[src/source/gpu_cfg.svh]
//####################################################################
// raster timing, memory sizes and host address map for the tile
// background generator; include after the net type line of any file
// that needs a boundary, a size or the VRAM address width
//####################################################################
`ifndef GPU_CFG_SVH
`define GPU_CFG_SVH

// raster totals at the 12.5875 MHz pixel clock
`define GPU_CLOCKS_PER_LINE     400
`define GPU_LINES_PER_FRAME     525

// horizontal boundaries, in clocks
`define GPU_H_VISIBLE           256
`define GPU_H_BORDER_END        320
`define GPU_H_SYNC_START        328
`define GPU_H_SYNC_END          376

// vertical boundaries, in lines
`define GPU_V_VISIBLE           480
`define GPU_V_SYNC_START        490
`define GPU_V_SYNC_END          492

// counter position to pixel on r, g and b
`define GPU_PIPE_LATENCY        3

// host address map
`define VRAM_ADDR_WIDTH         11
`define GPU_PMB_BASE            'h000
`define GPU_PMB_BYTES           512
`define GPU_NTBL_BASE           'h200
`define GPU_NTBL_BYTES          1024
`define GPU_NTBL_COLORS_INDEX   960

`endif
[src/source/gpu_pkg.sv]
//####################################################################
// shared types of the tile background generator
// import with gpu_pkg::* in the module header
//####################################################################
`default_nettype none

package gpu_pkg;

    // phase of one raster axis; the vertical axis has no border
    typedef enum logic [2:0] {
        visible,
        border,
        front_porch,
        sync,
        back_porch
    } raster_phase_e;

    // decode of a host write address
    typedef enum logic [1:0] {
        region_pmb,
        region_ntbl,
        region_none
    } vram_region_e;

endpackage

`default_nettype wire

[src/source/gpu_pixel_pipe.sv]
//####################################################################
// three-stage per-pixel read pipeline: nametable lookup, pattern line
// lookup with flips, then pixel select and colour mapping
// sync levels ride a delay line of the same length as the pixels
//####################################################################
`timescale 1ns/1ps
`default_nettype none

`include "gpu_cfg.svh"

module gpu_pixel_pipe_m
    import gpu_pkg::*;
(
    input  wire logic          clk,
    input  wire logic          rst,
    input  wire logic [8:0]    hc,
    input  wire logic [9:0]    vc,
    input  wire raster_phase_e h_phase,
    input  wire raster_phase_e v_phase,
    input  wire logic          hsync_raw,
    input  wire logic          vsync_raw,
    output logic [9:0]         tile_index,
    input  wire logic [7:0]    tile_byte,
    output logic [8:0]         pattern_line_addr,
    input  wire logic [15:0]   pattern_line,
    input  wire logic [7:0]    colors,
    output logic [1:0]         r,
    output logic [1:0]         g,
    output logic [1:0]         b,
    output logic               hsync,
    output logic               vsync
);

    localparam int LATENCY = `GPU_PIPE_LATENCY;

    logic [2:0] x_s1, tile_y_s1;
    logic       visible_s1;
    logic [2:0] x_s2, color_s2;
    logic       visible_s2;
    logic       hflip, vflip;
    logic [2:0] line;
    logic [15:0] shifted;
    logic [1:0] pixel;
    logic [LATENCY-1:0] hsync_dly, vsync_dly;

    // stage 0: picture line is vc/2, so row and tile_y skip vc[0]
    assign tile_index = {vc[8:4], hc[7:3]};

    always_ff @(posedge clk) begin
        x_s1      <= hc[2:0];
        tile_y_s1 <= vc[3:1];
    end

    always_ff @(posedge clk) begin
        if (rst)
            visible_s1 <= 1'b0;
        else
            visible_s1 <= (h_phase == visible) && (v_phase == visible);
    end

    // stage 1: tile byte is {colour select, hflip, vflip, pattern[4:0]}
    assign hflip = tile_byte[6];
    assign vflip = tile_byte[5];
    assign line  = vflip ? ~tile_y_s1 : tile_y_s1;
    assign pattern_line_addr = {tile_byte[4:0], line, 1'b0};

    always_ff @(posedge clk) begin
        x_s2     <= hflip ? ~x_s1 : x_s1;
        color_s2 <= tile_byte[7] ? colors[5:3] : colors[2:0];
    end

    always_ff @(posedge clk) begin
        if (rst)
            visible_s2 <= 1'b0;
        else
            visible_s2 <= visible_s1;
    end

    // stage 2: leftmost pixel sits in bits 15:14
    assign shifted = pattern_line << {x_s2, 1'b0};
    assign pixel   = shifted[15:14];

    always_ff @(posedge clk) begin
        if (rst) begin
            r <= '0;
            g <= '0;
            b <= '0;
        end else begin
            r <= (visible_s2 && color_s2[0]) ? pixel : 2'b00;
            g <= (visible_s2 && color_s2[1]) ? pixel : 2'b00;
            b <= (visible_s2 && color_s2[2]) ? pixel : 2'b00;
        end
    end

    always_ff @(posedge clk) begin
        if (rst) begin
            hsync_dly <= '1;
            vsync_dly <= '1;
        end else begin
            hsync_dly <= {hsync_dly[LATENCY-2:0], hsync_raw};
            vsync_dly <= {vsync_dly[LATENCY-2:0], vsync_raw};
        end
    end

    assign hsync = hsync_dly[LATENCY-1];
    assign vsync = vsync_dly[LATENCY-1];

endmodule

`default_nettype wire

[config.mk]
export PLATFORM = sky130hd
export DESIGN_NAME = gpu_pixel_pipe_m
export DESIGN_NICKNAME = d
export VERILOG_FILES = /design/src/source/gpu_pkg.sv /design/src/source/gpu_pixel_pipe.sv
export VERILOG_INCLUDE_DIRS = /design/src /design/src/source
export SDC_FILE = /design/constraint.sdc
export NUM_CORES = 1
export LEC_CHECK = 0
export ABC_CLOCK_PERIOD_IN_PS = 1550
export BUFFER_PORTS_ARGS = -buffer_cell sky130_fd_sc_hd__buf_2
export CORE_MARGIN = 3
export CORE_UTILIZATION = 36
export CTS_CLUSTER_SIZE = 14
export DETAILED_ROUTE_END_ITERATION = 10
export PLACE_DENSITY = 0.77
export SYNTH_ARGS = -nofsm -noshare
export SYNTH_HDL_FRONTEND = slang
export SYNTH_SLANG_ARGS = --single-unit
[constraint.sdc]
create_clock -name clk -period 1.55 [get_ports clk]
set_input_delay 0.155 -clock clk [delete_from_list [all_inputs] [get_ports clk]]
set_output_delay 0.155 -clock clk [all_outputs]
set_load 0.05 [all_outputs]
# [Yosys cells after proc, flatten, opt, wreduce, memory -nomap -nowiden]
# Index checks and enable logic that the tools add are counted.
[word_totals] regBits=26 latchBits=0 ram_bits=0 mem_bits_ro=0 input_bits=61 output_inout_bits=27 elab_cells=29 n_memories=0
[classes] add_sub_neg=0 n_mul=0 div_mod_pow=0 magnitude_cmp=0 n_eq_ne=0 shifts=1 mux=3 bitwise=5 n_reduce_logical=9
[ops] operator="<< shifter 16 x 4 -> 16 bit" n=1
[ops] operator="two-way mux 3 bit" n=3
[ops] operator="zero test 3 bit" n=2
[ops] operator="inverter 3 bit" n=2
[ops] operator="OR reduction 2 bit" n=3
[ops] operator="logical AND 1 bit" n=4
[ops] operator="inverter 1 bit" n=3

# [Logic depth before layout (Yosys ltp)]
[logic_depth] depth_word=3 depth_mapped=4 ltp_nobuf=3

# [Least setup slack after synthesis]
# No wires, ideal clock.
[synth_timing] path_type="register to output" start="register tile_y_s1[0]" end="output port pattern_line_addr[1]" t_arrival_ps=1065 t_required_ps=1395 setup_slack_ps=330 stages_incl_launch_ff=2 path_buffers=0 cell_sequence="dfxtp_1 xor2_1"
[synth_via] elab_chain_cells=2
[synth_rtl] item="start: declaration" line="gpu_pixel_pipe.sv:36" text="logic [2:0] x_s1, tile_y_s1;"
[synth_rtl] item="start signal: assignment" line="gpu_pixel_pipe.sv:51" text="tile_y_s1 <= vc[3:1];"
[synth_rtl] item="inverter 3 bit" line="gpu_pixel_pipe.sv:64" text="assign line = vflip ? ~tile_y_s1 : tile_y_s1;"
[synth_rtl] item="two-way mux 3 bit *" line="gpu_pixel_pipe.sv:64"
[synth_rtl] item="end: declaration" line="gpu_pixel_pipe.sv:24" text="output logic [8:0] pattern_line_addr,"
# Every way passes the cells marked *; elsewhere a longest branch is shown, timed or not.

# [Worst setup path in the final report]
[layout_timing] start="input port h_phase[2]" end="register visible_s1"
[layout_via] elab_chain_cells=2
[layout_rtl] item="start: declaration" line="gpu_pixel_pipe.sv:18" text="input wire raster_phase_e h_phase,"
[layout_rtl] item="zero test 3 bit" line="gpu_pixel_pipe.sv:58" text="visible_s1 <= (h_phase == visible) && (v_phase == visible);"
[layout_rtl] item="logical AND 1 bit" line="gpu_pixel_pipe.sv:58"
[layout_rtl] item="end signal: assignment" line="gpu_pixel_pipe.sv:58"
[layout_rtl] item="end: declaration" line="gpu_pixel_pipe.sv:37" text="logic visible_s1;"
# Every way passes these cells.
# A chain may end at the register's enable or synchronous reset.

==> flow_summary.toml <==
[global_routing]
antenna_found_initial = 0
grt_pass1_vias = 777
track_usage_pct = 11.7
grt_max_degree = 14
grt_first_pass_wirelength_um = 2990
overflow = 0

[worst_setup_path]
ff2ff_setup_slack_ns = 0.24
max_stage_delay_ns = 0.58
cp_max_fo = 1
startpoint_type = "input port"
rr_startpoint = "x_s2[0]$_DFF_P_"
critPathCaptureType = "register"
cp.required_ns = 1.80
path_cells = "dlygate4sd3_1 -> buf_2 -> nor4_1 -> dlygate4sd3_1"
path_common_cell = "dlygate4sd3_1"
critical_path_class = "input port to register"
crit_arrival_ns = 1.66
slowest_stage = "dlygate4sd3_1"
rr_worst_depth = 3
r2r_end = "b[1]$_SDFF_PP0_"

[pwr]
irDropWorstVdd_v = 0.000628
leakage_nw = 0.601
powerDensity_nw_per_um2 = 937
power_mw = 1.18

[clocking]
insertion_delay_ns = 0.30
numCtsBuffers = 3
cts.sinks = 26
cts-root-buf = "clkbuf_4"
htreeDepth = 1
clkTransAtPathRegs_ns = 0.12
clockBufferDepth = 2
cts_tree = "built"

[sta]
hold_violations = 0
period_share_pct = 90.6
slew_violations = 0
timing.fmax_mhz = 712
rsz0062_at_grt = "no"
whs_ns = 0.0256
fin_skew_ns = 0.00174
finalSetupViolCount = 0
setup_slack_ns = 0.146
setup_tns_ns = 0
finalCriticalPeriod_ns = 1.40

[route]
viasPerCell = 4.47
drt_first_pass_iters = 3
totalWireLength_um = 1940
drc = 0
ant_nets = 0
wl_per_cell_um = 11.9
drtIter0Drc = 5
vias = 729

[worst_hold_path]
hold_class = "input port to register"
hold_start = "vsync_raw"
hold_path_depth = 2
min_to = "vsync_dly[0]$_SDFF_PP1_"

[die]
dieArea_um2 = 3430
rows = 18
initial_core_util_pct = 39.1
die_x_um = 58.6
coreArea_um2 = 2540
die_h_um = 58.6
io_pins = 88

[synth]
syn_area_um2 = 995
syn_inst = 88
synth_cell_type_count = 17
ys_ff_latch = 26
yosysSeqAreaShare_pct = 52.3
syn_nets = 149
avgSynthCellArea_um2 = 11.3
yosysWarnings = 0

[placement]
dpl-instance-area_um2 = 1160
dp.cells = 152
port_buffers = 51
routabilityCongestion = 0.647
place_hpwl_um = 1460
post-place-ws_ns = 0.243

[final_layout]
layout.cells.non_filler = 163
utilization_pct = 49.5
drive_above_1_share_pct = 51.9
antenna_cells = 0
stdcell_area_um2 = 1260
nets = 196
fillCellCount = 239
area_delta_synth_final_pct = 26.5

[outcome]
status = "finished clean"

[run]
maxCapViolCount = 0
## cells in the mapped netlist (all sizes together)
cell | number | area (um2)
a22o | 2 | 17.5
buf | 17 | 131
conb | 1 | 3.75
dfxtp | 26 | 521
mux2 | 7 | 78.8
mux2i | 4 | 40.0
nand2 | 4 | 15.0
nand2b | 1 | 6.26
nor2 | 1 | 3.75
nor2b | 3 | 18.8
nor3 | 6 | 30.0
nor4 | 1 | 6.26
o22ai | 2 | 25.0
or2 | 6 | 37.5
or4 | 1 | 7.51
xor2 | 6 | 52.6
## critical path, delay by kind of cell
family / cells / cell delay [ns]
buf+inv: 3 / 1.25
simple gates: 1 / 0.25
## repair_timing
action	in CTS	in global routing
hold endpoints to repair	7	0
hold buffers	8	0
buffers inserted	0	0
resized for setup	0	0
## registers in the layout, summed over array words and instances, names as in the netlist, 2 cells and up
register	flops
r	2
b	2
x_s2	3
g	2
hsync_dly	3
x_s1	3
color_s2	3
tile_y_s1	3
vsync_dly	3
## how the worst max path moves through the flow
stage	from	endpoint	slack, ns	cells past startpoint
after floorplan	tile_y_s1[0]$_DFF_P_	pattern_line_addr[1]	0.33	1
after global placement	x_s2[0]$_DFF_P_	g[0]$_SDFF_PP0_	0.28	3
after detailed placement	x_s2[0]$_DFF_P_	b[1]$_SDFF_PP0_	0.24	3
after CTS	x_s2[0]$_DFF_P_	b[1]$_SDFF_PP0_	0.23	3
after global routing	x_s2[0]$_DFF_P_	b[1]$_SDFF_PP0_	0.14	3
final	h_phase[2]	visible_s1$_SDFF_PP0_	0.15	4
## where the power goes
group | total (mW) | switching [mW] | internal [mW]
Sequential | 0.717 | 0.0198 | 0.698
Clock | 0.260 | 0.169 | 0.0905
Combinational | 0.202 | 0.0982 | 0.104
Total | 1.18 | 0.287 | 0.892
## placed cells by master (no fill, tap or decap)
master,instances
mux2_2,7
nand2_1,4
xor2_1,6
dlygate4sd3_1,8
nor2_1,1
a22o_1,2
or2_2,6
clkbuf_4,3
mux2i_1,4
conb_1,1
or4_1,1
buf_2,51
nor4_1,1
dfxtp_1,26
nand2b_1,1
o22ai_2,2
nor2b_1,3
nor3_1,6
## routing by layer
| metal | part of all wire, % | track usage [%] | up-vias |
|---|---|---|---|
| li1 | - | - | 367 |
| met1 | 37 | 10.8 | 304 |
| met2 | 50 | 22.0 | 46 |
| met3 | 11 | 3.73 | 12 |
| met4 | 2.4 | 6.62 | 0 |
| met5 | 0 | 0 | - |
## area by class of cell
| type | count | area, um2 | area share (%) |
|---|---|---|---|
| clock buffers | 3 | 22.5 | 1.79 |
| repair buffers | 59 | 335 | 26.6 |
| well taps | 30 | 37.5 | 2.98 |
| flip-flops and latches | 26 | 520 | 41.4 |
| multi-input cells | 45 | 343 | 27.2 |
## logic make-up (layout without fill, tap and decap cells)
logic type | after synthesis | count (layout) | synth area share [%]
xor+xnor | 6 | 6 | 5.28
flops | 26 | 26 | 52.3
mux | 11 | 11 | 12.0
simple gates | 23 | 23 | 12.6
compound gates | 4 | 4 | 4.28
other cells | 1 | 1 | 0.377
buf+inv | 17 | 62 | 13.2
(Power assumes the default switching activity.)
