**config.mk**
```make
export PLATFORM = sky130hd
export DESIGN_NAME = gpu_counters_m
export DESIGN_NICKNAME = d
export VERILOG_FILES = /design/src/source/gpu_pkg.sv /design/src/source/gpu_counters.sv
export VERILOG_INCLUDE_DIRS = /design/src /design/src/source
export SDC_FILE = /design/constraint.sdc
export NUM_CORES = 1
export LEC_CHECK = 0
export CAP_MARGIN = 20
export CORE_MARGIN = 2
export CORE_UTILIZATION = 55
export CTS_CLUSTER_DIAMETER = 40
export DETAILED_ROUTE_END_ITERATION = 6
export DONT_BUFFER_PORTS = 1
export GPL_TIMING_DRIVEN = 0
export PLACE_DENSITY = 0.74
export SYNTH_ARGS = -nofsm -noshare
export SYNTH_HDL_FRONTEND = slang
export SYNTH_SLANG_ARGS = --single-unit
export TNS_END_PERCENT = 10
```
**constraint.sdc**
```tcl
create_clock -name clk -period 2.25 [get_ports clk]
set_input_delay 0.5625 -clock clk [delete_from_list [all_inputs] [get_ports clk]]
set_output_delay 0.5625 -clock clk [all_outputs]
set_load 0.005 [all_outputs]
```
**src/source/gpu_cfg.svh**
```systemverilog
//####################################################################
// raster timing, memory sizes and host address map for the tile
// background generator; include after the net type line of any file
// that needs a boundary, a size or the VRAM address width
//####################################################################
`ifndef GPU_CFG_SVH
`define GPU_CFG_SVH

// raster totals at the 12.5875 MHz pixel clock
`define GPU_CLOCKS_PER_LINE     400
`define GPU_LINES_PER_FRAME     525

// horizontal boundaries, in clocks
`define GPU_H_VISIBLE           256
`define GPU_H_BORDER_END        320
`define GPU_H_SYNC_START        328
`define GPU_H_SYNC_END          376

// vertical boundaries, in lines
`define GPU_V_VISIBLE           480
`define GPU_V_SYNC_START        490
`define GPU_V_SYNC_END          492

// counter position to pixel on r, g and b
`define GPU_PIPE_LATENCY        3

// host address map
`define VRAM_ADDR_WIDTH         11
`define GPU_PMB_BASE            'h000
`define GPU_PMB_BYTES           512
`define GPU_NTBL_BASE           'h200
`define GPU_NTBL_BYTES          1024
`define GPU_NTBL_COLORS_INDEX   960

`endif
```
**src/source/gpu_pkg.sv**
```systemverilog
//####################################################################
// shared types of the tile background generator
// import with gpu_pkg::* in the module header
//####################################################################
`default_nettype none

package gpu_pkg;

    // phase of one raster axis; the vertical axis has no border
    typedef enum logic [2:0] {
        visible,
        border,
        front_porch,
        sync,
        back_porch
    } raster_phase_e;

    // decode of a host write address
    typedef enum logic [1:0] {
        region_pmb,
        region_ntbl,
        region_none
    } vram_region_e;

endpackage

`default_nettype wire

```
**src/source/gpu_counters.sv**
```systemverilog
//####################################################################
// free-running raster counters for the 400 x 525 frame
// hc and vc feed the pixel pipeline together with the decoded phase
// of each axis and the undelayed active-low sync levels
//####################################################################
`timescale 1ns/1ps
`default_nettype none

`include "gpu_cfg.svh"

module gpu_counters_m
    import gpu_pkg::*;
(
    input  wire logic   clk,
    input  wire logic   rst,
    output logic [8:0]  hc,
    output logic [9:0]  vc,
    output raster_phase_e h_phase,
    output raster_phase_e v_phase,
    output logic        hsync_raw,
    output logic        vsync_raw
);

    localparam logic [8:0] H_LAST = 9'(`GPU_CLOCKS_PER_LINE - 1);
    localparam logic [9:0] V_LAST = 10'(`GPU_LINES_PER_FRAME - 1);

    always_ff @(posedge clk) begin
        if (rst) begin
            hc <= '0;
            vc <= '0;
        end else if (hc == H_LAST) begin
            hc <= '0;
            vc <= (vc == V_LAST) ? '0 : vc + 10'd1;
        end else begin
            hc <= hc + 9'd1;
        end
    end

    always_comb begin
        if (int'(hc) < `GPU_H_VISIBLE)
            h_phase = visible;
        else if (int'(hc) < `GPU_H_BORDER_END)
            h_phase = border;
        else if (int'(hc) < `GPU_H_SYNC_START)
            h_phase = front_porch;
        else if (int'(hc) < `GPU_H_SYNC_END)
            h_phase = sync;
        else
            h_phase = back_porch;
    end

    // no vertical border, the picture runs straight into the porch
    always_comb begin
        if (int'(vc) < `GPU_V_VISIBLE)
            v_phase = visible;
        else if (int'(vc) < `GPU_V_SYNC_START)
            v_phase = front_porch;
        else if (int'(vc) < `GPU_V_SYNC_END)
            v_phase = sync;
        else
            v_phase = back_porch;
    end

    assign hsync_raw = (h_phase != sync);
    assign vsync_raw = (v_phase != sync);

    hc_in_range: assert property (@(posedge clk) disable iff (rst)
        hc <= H_LAST);

    // line count moves only on the last clock of a line
    vc_steps_at_wrap: assert property (@(posedge clk) disable iff (rst)
        (hc != H_LAST) |=> $stable(vc));

endmodule

`default_nettype wire

```
# == Word level (Yosys, flattened, before mapping) ==
# Index checks and enable logic that the tools add are counted.
# totals
regBits,19
word_cells,24
input_bits,2
output_inout_bits,27
# op_classes
order_cmp,7
n_addsub,2
n_eq_ne,4
reduce_logical,1
muxes,8
# ops
cell,count
$lt A9 B9 Y1 const B,4
$lt A10 B9 Y1 const B,3
$mux W3,7
$add A10 B1 Y10 const B,1
$eq A10 B10 Y1 const B,1
$mux W10,1
$add A9 B1 Y9 const B,1
$eq A9 B9 Y1 const B,1
$ne A3 B2 Y1 const B,2
$reduce_or A2 Y1,1

# == Longest topological paths before layout ==
# Gate-level depths: netlist of the first run.
# depth
ltp_word,6
depth_mapped,7
mapped_depth_nobuf,6

# == Worst setup path before layout of the first run ==
# Ideal clock, no wire load.
# synth_timing
path_kind,reg2reg
from,register hc[0]
to,register vc[9]
period_less_slack_ps,1778
slack_ps,472
setup_ps,131
n_path_buf,2
t_required_ps,2119
t_arrival_ps,1647
stages_incl_launch_ff,8
cell_sequence,dfxtp_1 -> ha_1 -> nand4bb_1 -> buf_6 -> or2_1 -> clkbuf_2 -> o41ai_1 -> a21oi_1
# synth_via
elab_chain_cells,1
# synth_rtl
element,line,text
"start, declared",gpu_counters.sv:16,"output logic [8:0] hc,"
"start signal, assigned",gpu_counters.sv:35,hc <= hc + 9'd1;
$eq A9 B9 Y1,gpu_counters.sv:31,end else if (hc == H_LAST) begin
"end signal, assigned",gpu_counters.sv:33,vc <= (vc == V_LAST) ? '0 : vc + 10'd1;
"end, declared",gpu_counters.sv:17,"output logic [9:0] vc,"
# Every way passes these cells.
# A chain may end at the register's enable or synchronous reset.

# == Worst setup path after layout of the first run ==
# layout_timing
from,register vc[6]
to,output v_phase[1]
# layout_via
elab_chain_cells,4
word_cells_on_any_way,6
cone_classes,order compare (3); mux (3)
# layout_rtl
element,line,text
$lt A10 B9 Y1 (no line),n/a,
$mux W3,gpu_counters.sv:58,else if (int'(vc) < `GPU_V_SYNC_END)
$mux W3,gpu_counters.sv:56,else if (int'(vc) < `GPU_V_SYNC_START)
$mux W3 (*),gpu_counters.sv:54,if (int'(vc) < `GPU_V_VISIBLE)
"end, declared",gpu_counters.sv:19,"output raster_phase_e v_phase,"
# Every way passes the cells marked *; elsewhere a longest branch is shown, timed or not.

==> flow_metrics.env, run 1 <==
export IMPL_status="complete, no violations"
export IMPL_die_h_um=47.2
export IMPL_utilization_pct=62.2
export IMPL_die_area_sq_um=2230
export IMPL_p_int_uw=415
export IMPL_busiest_layer="met2"
export IMPL_drcViolationCount=0
export IMPL_syn2layout_area_growth_pct=5.73
export IMPL_worst_slew_pin_slew_ns=0.368
export IMPL_comb_power_share_pct=3.6
export IMPL_p_leak_uw=0.000403
export IMPL_grt_ovfl_total=0
export IMPL_cp_max_fo=6
export IMPL_min_delay_start="rst"
export IMPL_synth_top_family_by_area="simple AND/OR/NAND/NOR gates"
export IMPL_portBuffers=0
export IMPL_ys_ff_latch=19
export IMPL_ant_nets=0
export IMPL_antenna_found_initial=0
export IMPL_ctsHoldBuffers=0
export IMPL_yosys_area_share_simple_pct=34.3
export IMPL_slowest_stage="dfxtp_1"
export IMPL_finalClockSkew_ns=0.00697
export IMPL_dr_total_vias=861
export IMPL_clock_sinks=19
export IMPL_slowest_delay_ns=0.47
export IMPL_clk_pin_slew_worst_paths_ns=0.11
export IMPL_cts_setup_buffers=0
export IMPL_first_global_vias=725
export IMPL_setup_viol=0
export IMPL_clock_fmax_mhz=487
export IMPL_postSynthAreaPerCell_sq_um=8.69
export IMPL_pin_count=29
export IMPL_grt_setup_unrepaired="no"
export IMPL_synthXorXnorAreaFrac_pct=11.1
export IMPL_max_cap_viol_count=0
export IMPL_grt_util_met2_pct=29.0
export IMPL_cts_made_buffers=3
export IMPL_drt_iter0_markers=25
export IMPL_grt_first_pass_wirelength_mm=3.20
export IMPL_start_kind="register"
export IMPL_fp_dieW_um=47.2
export IMPL_avgRoutedWirePerCell_um=13.9
export IMPL_worst_setup_path_type="reg2out"
export IMPL_startpoint="vc[6]"
export IMPL_fin_nets=128
export IMPL_muxShareOfSynthArea_pct=0
export IMPL_slew_headroom_pct=75.5
export IMPL_slew_viol_final=0
export IMPL_num_rows=15
export IMPL_root_buffer="clkbuf_4"
export IMPL_pwr_share_seq_pct=64.3
export IMPL_peakVddDrop_v=0.000324
export IMPL_synth_distinct_cells=38
export IMPL_power_switching_uw=124
export IMPL_gp_congestion=0.789
export IMPL_final_layout_size_suffix_gt1_share_pct=10.7
export IMPL_grtUsageMet3_pct=5.77
export IMPL_core_sq_um=1750
export IMPL_hp_class="in2reg"
export IMPL_wl_mm=2.05
export IMPL_syn_inst=118
export IMPL_yosysWarningCount=0
export IMPL_hpwlAfterDp_mm=1.50
export IMPL_power_density_nw_per_um2=497
export IMPL_p_sw_share_pct=22.9
export IMPL_cp_required_ns=1.69
export IMPL_synthAdderAreaFrac_pct=3.66
export IMPL_syn_nets=123
export IMPL_diodes=0
export IMPL_synth_area_sq_um=1030
export IMPL_met1_usage_pct=28.9
export IMPL_tritoncts="built"
export IMPL_setup_tns_ns=0
export IMPL_post_route_min_period_ns=2.05
export IMPL_start_util_pct=58.8
export IMPL_rr_startpoint="hc[0]"
export IMPL_path_cells="nand4_1 -> nor3_1 -> a21boi_0"
export IMPL_globalRouteTotalUtil_pct=20.4
export IMPL_fin_crit_sh_pct=91.2
export IMPL_clk_path_buf_depth=2
export IMPL_insertion_delay_ns=0.30
export IMPL_synth_compound_area_share_pct=8.90
export IMPL_vias_per_cell=5.86
export IMPL_synth_seq_area_share_pct=37.1
export IMPL_final_hold_viol_count=0
export IMPL_layout_common_cells="dfxtp_1, nor2_1, nand3_1"
export IMPL_layout_commonest_cell="dfxtp_1"
export IMPL_cp_arrival_ns=1.49
export IMPL_ctsResizeCount=0
export IMPL_dr_pass1_iters=4
export IMPL_htreeDepth=1
export IMPL_clock_power_share_pct=32.1
export IMPL_grt_max_degree=12
export IMPL_crit_path_end_kind="output pin"
-- flip-flops by register name, summed over array words and instances, names as in the netlist --
register  flops
vc           10
hc            9
-- synthesized netlist by cell type, drive strengths merged --
cell / count / area share (%)
clkbuf: 3 / 1.2
xor2: 4 / 3.4
dfxtp: 19 / 37
and4b: 1 / 0.98
buf: 3 / 2.3
o21a: 1 / 0.73
inv: 4 / 1.5
nand3: 10 / 4.9
and4: 1 / 0.85
ha: 3 / 3.7
nand2: 7 / 2.6
nand4b: 2 / 3.2
a21boi: 1 / 0.73
or3: 2 / 1.2
or2: 1 / 0.61
nand4bb: 1 / 1.1
nand4: 5 / 3.0
nand2b: 1 / 0.61
a21oi: 6 / 3.3
o21bai: 2 / 1.8
or3b: 1 / 0.85
nor4bb: 1 / 0.98
o21ba: 1 / 0.98
o21ai: 1 / 0.49
nor2: 17 / 6.2
o41ai: 1 / 0.85
nor3: 4 / 2.0
nor4: 4 / 3.9
and2: 1 / 0.61
or2b: 1 / 0.73
xnor2: 9 / 7.7
-- logic make-up (layout without fill, tap and decap cells) --
group / Yosys count / after routing
xor gates and xnor gates: 13 / 13
AOI/OAI and AO/OA: 13 / 13
adders and majority gates: 3 / 3
and+or+nand+nor: 60 / 60
DFF: 19 / 19
buffers and inverters: 10 / 14
-- layer usage --
metal	share of wire (%)	wire length, um
met1	45	916
met3	7.7	158
met5	0	0
met2	45	929
met4	2.1	42
-- cell type report --
class | instances | area, sq um
Clock buffer | 3 | 22.5
Buffer | 6 | 36.3
Tap cell | 25 | 31.3
Multi-Input combinational cell | 89 | 594
Inverter | 4 | 15.0
Fill cell | 165 | 661
Clock inverter | 1 | 5.00
Sequential cell | 19 | 380
-- worst max-delay path: cells and delay by family, from the launching register on --
family | cells | cell delay, ns
flip-flops | 1 | 0.47
AND/OR/NAND/NOR | 2 | 0.44
AO/OA/AOI/OAI | 1 | 0.28
-- path summary, 6_finish.rpt --
path / to / slack [ns] / cells after the start
max: v_phase[1] / 0.20 / 3
min: vc[0] / 0.31 / 1
max reg2reg: vc[9] / 0.22 / 7
min reg2reg: hc[0] / 0.53 / 1
-- power by group through the flow --
stage          Clock, uW  Combinational [uW]  Sequential (uW)
2_1_floorplan          0                15.9              353
3_3_place_gp           0                19.1              354
3_5_place_dp           0                19.4              354
4_1_cts              184                19.4              347
5_1_grt              196                21.3              347
6_report             173                19.4              346
-- stage by stage --
step / instances / hold slack [ns] / instance area (sq um) / setup WS (ns) / power (uW)
floorplan: 118 / 0.456 / 1030 / 0.472 / 369
detailed placement: 143 / 0.497 / 1060 / 0.285 / 374
finish: 147 / 0.308 / 1080 / 0.198 / 539
CTS: 147 / 0.296 / 1080 / 0.182 / 550
global placement: 143 / 0.486 / 1060 / 0.278 / 373
global route: 147 / 0.294 / 1080 / 0.0157 / 565
Power figures use the tool's default switching activity.
==> inputs of run 2 (changes only) <==
Settings changed: SETUP_SLACK_MARGIN set to 0.3.
==> run 2 against run 1 <==
Effect of this change: hold slack got worse by 0.0082 ns; maximum frequency is 5.6% higher; power increased by 1.6%; sequential cell count unchanged; cell count increased by 0.68%; combinational power increased by 7%; via count rose by 0.23%; setup slack better by 0.11 ns; sequential share of layout area decreased by 0.62 points; count of clock-buffer cells in the layout is the same; critical path depth rose by 1; global-route usage did not move.
==> flow_metrics.env, run 2 (synthesis results as in run 1) <==
export IMPL_r2r_cells=7
export IMPL_htreeDepth=1
export IMPL_vias_per_cell=5.83
export IMPL_clock_sinks=19
export IMPL_grt_max_degree=12
export IMPL_worst_setup_path_type="reg2out"
export IMPL_slew_headroom_pct=75.3
export IMPL_cp_required_ns=1.69
export IMPL_portBuffers=0
export IMPL_hpwlAfterDp_mm=1.50
export IMPL_fin_nets=129
export IMPL_globalRouteTotalUtil_pct=20.4
export IMPL_start_kind="register"
export IMPL_cp_arrival_ns=1.38
export IMPL_avgRoutedWirePerCell_um=14.8
export IMPL_crit_end="h_phase[0]"
export IMPL_status="complete, no violations"
export IMPL_grt_first_pass_wirelength_mm=3.20
export IMPL_insertion_delay_ns=0.31
export IMPL_final_layout_size_suffix_gt1_share_pct=18.7
export IMPL_grt_setup_unrepaired="yes"
export IMPL_clk_pin_slew_worst_paths_ns=0.11
export IMPL_crit_path_end_kind="output pin"
export IMPL_dr_total_vias=863
export IMPL_power_density_nw_per_um2=488
export IMPL_largest_reg_flops=10
export IMPL_setup_viol=0
export IMPL_core_sq_um=1750
export IMPL_grt_ovfl_total=0
export IMPL_setup_tns_ns=0
export IMPL_post_route_min_period_ns=1.94
export IMPL_fp_dieW_um=47.2
export IMPL_holdPathStages=1
export IMPL_hp_class="in2reg"
export IMPL_peakVddDrop_v=0.000321
export IMPL_p_sw_share_pct=23.9
export IMPL_utilization_pct=64.3
export IMPL_power_switching_uw=131
export IMPL_p_leak_uw=0.000417
export IMPL_antenna_found_initial=0
export IMPL_fin_crit_sh_pct=86.4
export IMPL_drt_iter0_markers=13
export IMPL_r2r_end="vc[3]"
export IMPL_wl_met1_mm=1.01
export IMPL_clock_fmax_mhz=515
export IMPL_gp_congestion=0.789
export IMPL_worst_slew_pin_slew_ns=0.371
export IMPL_tritoncts="built"
export IMPL_regMostFlops="vc"
export IMPL_startpoint="hc[3]"
export IMPL_die_area_sq_um=2230
export IMPL_diodes=0
export IMPL_nFillCells=166
export IMPL_pwr_share_seq_pct=63.3
export IMPL_top_regs="vc: 10 flops, hc: 9 flops"
export IMPL_met3_length_um=154
export IMPL_first_global_vias=725
export IMPL_r2r_slack_ns=0.32
export IMPL_final_hold_viol_count=0
export IMPL_root_buffer="clkbuf_4"
export IMPL_drcViolationCount=0
export IMPL_finalPower_uw=548
export IMPL_setup_slack_ns=0.306
export IMPL_die_h_um=47.2
export IMPL_num_rows=15
export IMPL_slowest_stage="or3_1"
export IMPL_slew_viol_final=0
export IMPL_clk_path_buf_depth=2
export IMPL_layout_commonest_cell="nor2_1"
export IMPL_path_cells="buf_2 -> or3_1 -> nand2_1 -> a21oi_1"
export IMPL_p_int_uw=417
export IMPL_slowest_delay_ns=0.39
export IMPL_wl_mm=2.20
export IMPL_pre_cts_slack_ns=0.285
export IMPL_clock_power_share_pct=32.9
export IMPL_routed_wl_met2_um=989
export IMPL_cp_max_fo=7
export IMPL_finalClockSkew_ns=0.00611
export IMPL_comb_power_share_pct=3.8
export IMPL_layout_common_cells="nor2_1, dfxtp_1, nand3_1"
export IMPL_syn2layout_area_growth_pct=9.39
export IMPL_ant_nets=0
export IMPL_pin_count=29
export IMPL_top_layer="met4"
export IMPL_dr_pass1_iters=4
export IMPL_rr_startpoint="hc[1]"
export IMPL_max_cap_viol_count=0
export IMPL_holdWs_ns=0.300
export IMPL_cts_made_buffers=3
export IMPL_start_util_pct=58.8
[run 2: cell count changes in the layout (fill, tap and decap cells not counted), sizes merged]
cell,delta
buf,+1
[run 2: worst min path at each step]
| stage | from | endpoint |
|---|---|---|
| after floorplan | hc[0] | hc[0] |
| after global placement | hc[0] | hc[0] |
| after detailed placement | hc[0] | hc[0] |
| after CTS | rst | vc[0] |
| after global routing | rst | vc[0] |
| final | rst | vc[0] |
[run 2: final cells by class]
class                           instances  area, sq um  area share (%)
Timing Repair Buffer                    1         7.51           0.669
Inverter                                4         15.0            1.34
Clock buffer                            3         22.5            2.01
Buffer                                  6         37.5            3.34
Sequential cell                        19          387            34.4
Clock inverter                          1         5.00           0.446
Tap cell                               25         31.3            2.79
Multi-Input combinational cell         89          617            55.0
[run 2: metrics by stage]
stage,std cells,cell area (sq um)
after floorplan,118,1030
after global placement,143,1060
after detailed placement,143,1060
after CTS,147,1100
after global routing,148,1120
final,148,1120
[run 2: critical path: cells and delay by family, from the launching register on]
family          cells  cell delay [ns]
compound gates      1             0.08
buf+inv             1             0.18
flops               1             0.34
simple gates        2             0.47
[run 2: metal layers]
metal / GRT usage, % / up-vias
li1: - / 425
met1: 28.9 / 402
met2: 29.0 / 31
met3: 5.77 / 5
met4: 8.33 / 0
met5: 0 / -
[run 2: power by group through the flow]
stage               Clock [uW]  Sequential [uW]  Combinational, uW
CTS                        184              347               19.7
finish                     180              347               20.8
detailed placement           0              354               19.4
global placement             0              354               19.1
global route               196              348               22.6
floorplan                    0              353               15.9
[run 2: timing repair]
action | in CTS | in global routing
endpoints found under the setup margin | 12 | 20
gates resized for setup | 6 | 6
setup buffers | 0 | 1
pin swaps | 0 | 1
hold buffers | 0 | 0
==> inputs of run 3 (changes only) <==
Settings changed: ABC_AREA set to 1.
==> run 3 against run 2 <==
Effect of this change: sequential share of layout area down 2.0 points; clock power down 8%; die area up 7.4%; count of clock-buffer cells in the layout unchanged; first-iteration DRC count grew to 2.8 times the previous value; critical path type unchanged; non-clock buffer count decreased by 5; design area rose by 7.5%; highest routed layer unchanged; register-to-register slack gained 0.48 ns; global-route usage rose by 0.68 points; maximum frequency increased by 5.9%.
==> flow_metrics.env, run 3 <==
export IMPL_fp_dieW_um=48.9
export IMPL_dr_pass1_iters=4
export IMPL_wl_met1_mm=1.11
export IMPL_ant_nets=0
export IMPL_power_density_nw_per_um2=437
export IMPL_start_util_pct=57.7
export IMPL_die_h_um=48.9
export IMPL_grt_setup_unrepaired="yes"
export IMPL_path_cells="inv_2 -> nor3_4 -> nand4_1 -> a21oi_2"
export IMPL_dr_total_vias=1037
export IMPL_clk_path_buf_depth=2
export IMPL_post_route_min_period_ns=1.83
export IMPL_cts_made_buffers=3
export IMPL_hpwlAfterDp_mm=1.75
export IMPL_fin_crit_sh_pct=81.5
export IMPL_largest_reg_flops=10
export IMPL_crit_path_end_kind="output pin"
export IMPL_core_sq_um=1920
export IMPL_placedInstanceArea_sq_um=1140
export IMPL_r2r_cells=7
export IMPL_cp_max_fo=6
export IMPL_first_global_vias=935
export IMPL_drt_iter0_markers=36
export IMPL_vias_per_cell=5.13
export IMPL_grt_max_degree=12
export IMPL_top_layer="met4"
export IMPL_regMostFlops="vc"
export IMPL_min_to="vc[6]"
export IMPL_rr_startpoint="hc[0]"
export IMPL_synth_edf_count=0
export IMPL_slew_viol_final=0
export IMPL_yosysTopAreaCell="dfxtp_1"
export IMPL_insertion_delay_ns=0.29
export IMPL_max_cap_viol_count=0
export IMPL_met3_length_um=155
export IMPL_synthTopCellsByArea="dfxtp_1, nand2_1, inv_1"
export IMPL_status="complete, no violations"
export IMPL_clk_pin_slew_worst_paths_ns=0.11
export IMPL_r2r_end="vc[0]"
export IMPL_num_rows=16
export IMPL_synth_most_common_cell="nand2_1"
export IMPL_drcViolationCount=0
export IMPL_synth_seq_area_share_pct=34.3
export IMPL_top_regs="vc: 10 flops, hc: 9 flops"
export IMPL_pin_count=29
export IMPL_yosysWarningCount=0
export IMPL_synthFlopType="dfxtp_1"
export IMPL_cp_arrival_ns=1.27
export IMPL_portBuffers=0
export IMPL_finalClockSkew_ns=0.00534
export IMPL_root_buffer="clkbuf_4"
export IMPL_slowest_delay_ns=0.40
export IMPL_cp_top_family="flip-flops"
export IMPL_min_delay_start="rst"
export IMPL_nFillCells=198
export IMPL_globalRouteTotalUtil_pct=21.1
export IMPL_grt_ovfl_total=0
export IMPL_postSynthAreaPerCell_sq_um=6.48
export IMPL_setup_viol=0
export IMPL_routed_wl_met2_um=943
export IMPL_synthArstFlopShare_pct=0
export IMPL_htreeDepth=1
export IMPL_slowest_stage="dfxtp_4"
export IMPL_clock_sinks=19
export IMPL_wl_mm=2.23
export IMPL_cp_required_ns=1.69
export IMPL_syn_nets=176
export IMPL_regArea_sq_um=392
export IMPL_ys_ff_latch=19
export IMPL_worst_slew_pin_slew_ns=0.318
export IMPL_multi_input_area_sq_um=639
export IMPL_grt_first_pass_wirelength_mm=4.06
export IMPL_gp_congestion=0.882
export IMPL_final_layout_size_suffix_gt1_share_pct=14.9
export IMPL_start_kind="register"
export IMPL_synth_distinct_cells=24
export IMPL_pre_cts_slack_ns=0.545
export IMPL_r2r_slack_ns=0.80
export IMPL_hp_class="in2reg"
export IMPL_synth_area_sq_um=1110
export IMPL_layout_common_cells="nand2_1, inv_1, nor2_1"
export IMPL_peakVddDrop_v=0.000401
export IMPL_antenna_found_initial=0
export IMPL_tritoncts="built"
export IMPL_setup_slack_ns=0.415
export IMPL_holdPathStages=1
export IMPL_fin_area_sq_um=1210
export IMPL_avgRoutedWirePerCell_um=11.1
export IMPL_netlist_top_cells_count="nand2_1, inv_1, nor2_1"
export IMPL_syn_inst=171
export IMPL_die_area_sq_um=2390
export IMPL_p_leak_uw=0.000517
export IMPL_slew_headroom_pct=78.6
export IMPL_netlist_area_leader_share_pct=34.3
export IMPL_worst_setup_path_type="reg2out"
export IMPL_critPathBufInv=1
export IMPL_layout_commonest_cell="nand2_1"
export IMPL_finalPower_uw=527
export IMPL_diodes=0
export IMPL_syn2layout_area_growth_pct=8.80
export IMPL_final_hold_viol_count=0
export IMPL_setup_tns_ns=0
export IMPL_fin_nets=181
export IMPL_clock_fmax_mhz=545
[run 3: routing by layer]
layer | up-vias | GRT usage, %
met1 | 438 | 27.6
li1 | 562 | -
met4 | 0 | 5.71
met2 | 33 | 33.3
met5 | - | 0
met3 | 4 | 6.75
[run 3: cells by family (layout without fill, tap and decap cells)]
group                      Yosys count  after routing  share of synthesized area (%)
and+or+nand+nor                    104            104                           43.0
buffers and inverters               28             32                           10.3
DFF                                 19             19                           34.3
AOI/OAI and AO/OA                   14             14                           6.66
adders and majority gates            3              3                           3.39
xor gates and xnor gates             3              3                           2.37
[run 3: worst max-delay path by stage]
stage | slack (ns) | endpoint | depth (start not counted) | start
finish | 0.42 | h_phase[0] | 4 | hc[6]
global route | 0.29 | v_phase[0] | 4 | vc[5]
CTS | 0.30 | v_phase[0] | 4 | vc[8]
detailed placement | 0.55 | h_phase[0] | 4 | hc[6]
global placement | 0.61 | h_phase[0] | 4 | hc[6]
floorplan | 0.70 | h_phase[0] | 4 | hc[6]
[run 3: cell type report]
type / instances / share of cell area (%)
clock inverter: 1 / 0.415
clock buffer: 3 / 1.87
sequential: 19 / 32.5
buffer: 2 / 1.35
multi-input combinational: 124 / 53.0
inverter: 26 / 8.09
tap: 27 / 2.80
[run 3: timing repair]
action                                  4_1_cts  5_1_grt
buffers inserted                              0        0
endpoints found under the setup margin        3        4
hold buffers                                  0        0
gates resized for setup                       2       12
pin swaps                                     1        3
hold endpoints to repair                      0        0
[run 3: power by group]
part	internal (uW)	total, uW	switching (uW)
combinational	6.86	17.5	10.7
clock	66.0	165	99.3
sequential	339	345	5.28
total	412	527	115
[run 3: metrics by stage]
stage	util (%)	hold slack, ns	cells
CTS	61.2	0.321	202
detailed placement	59.4	0.469	198
finish	62.8	0.319	202
global route	62.8	0.307	202
global placement	59.4	0.460	198
floorplan	-	0.444	171
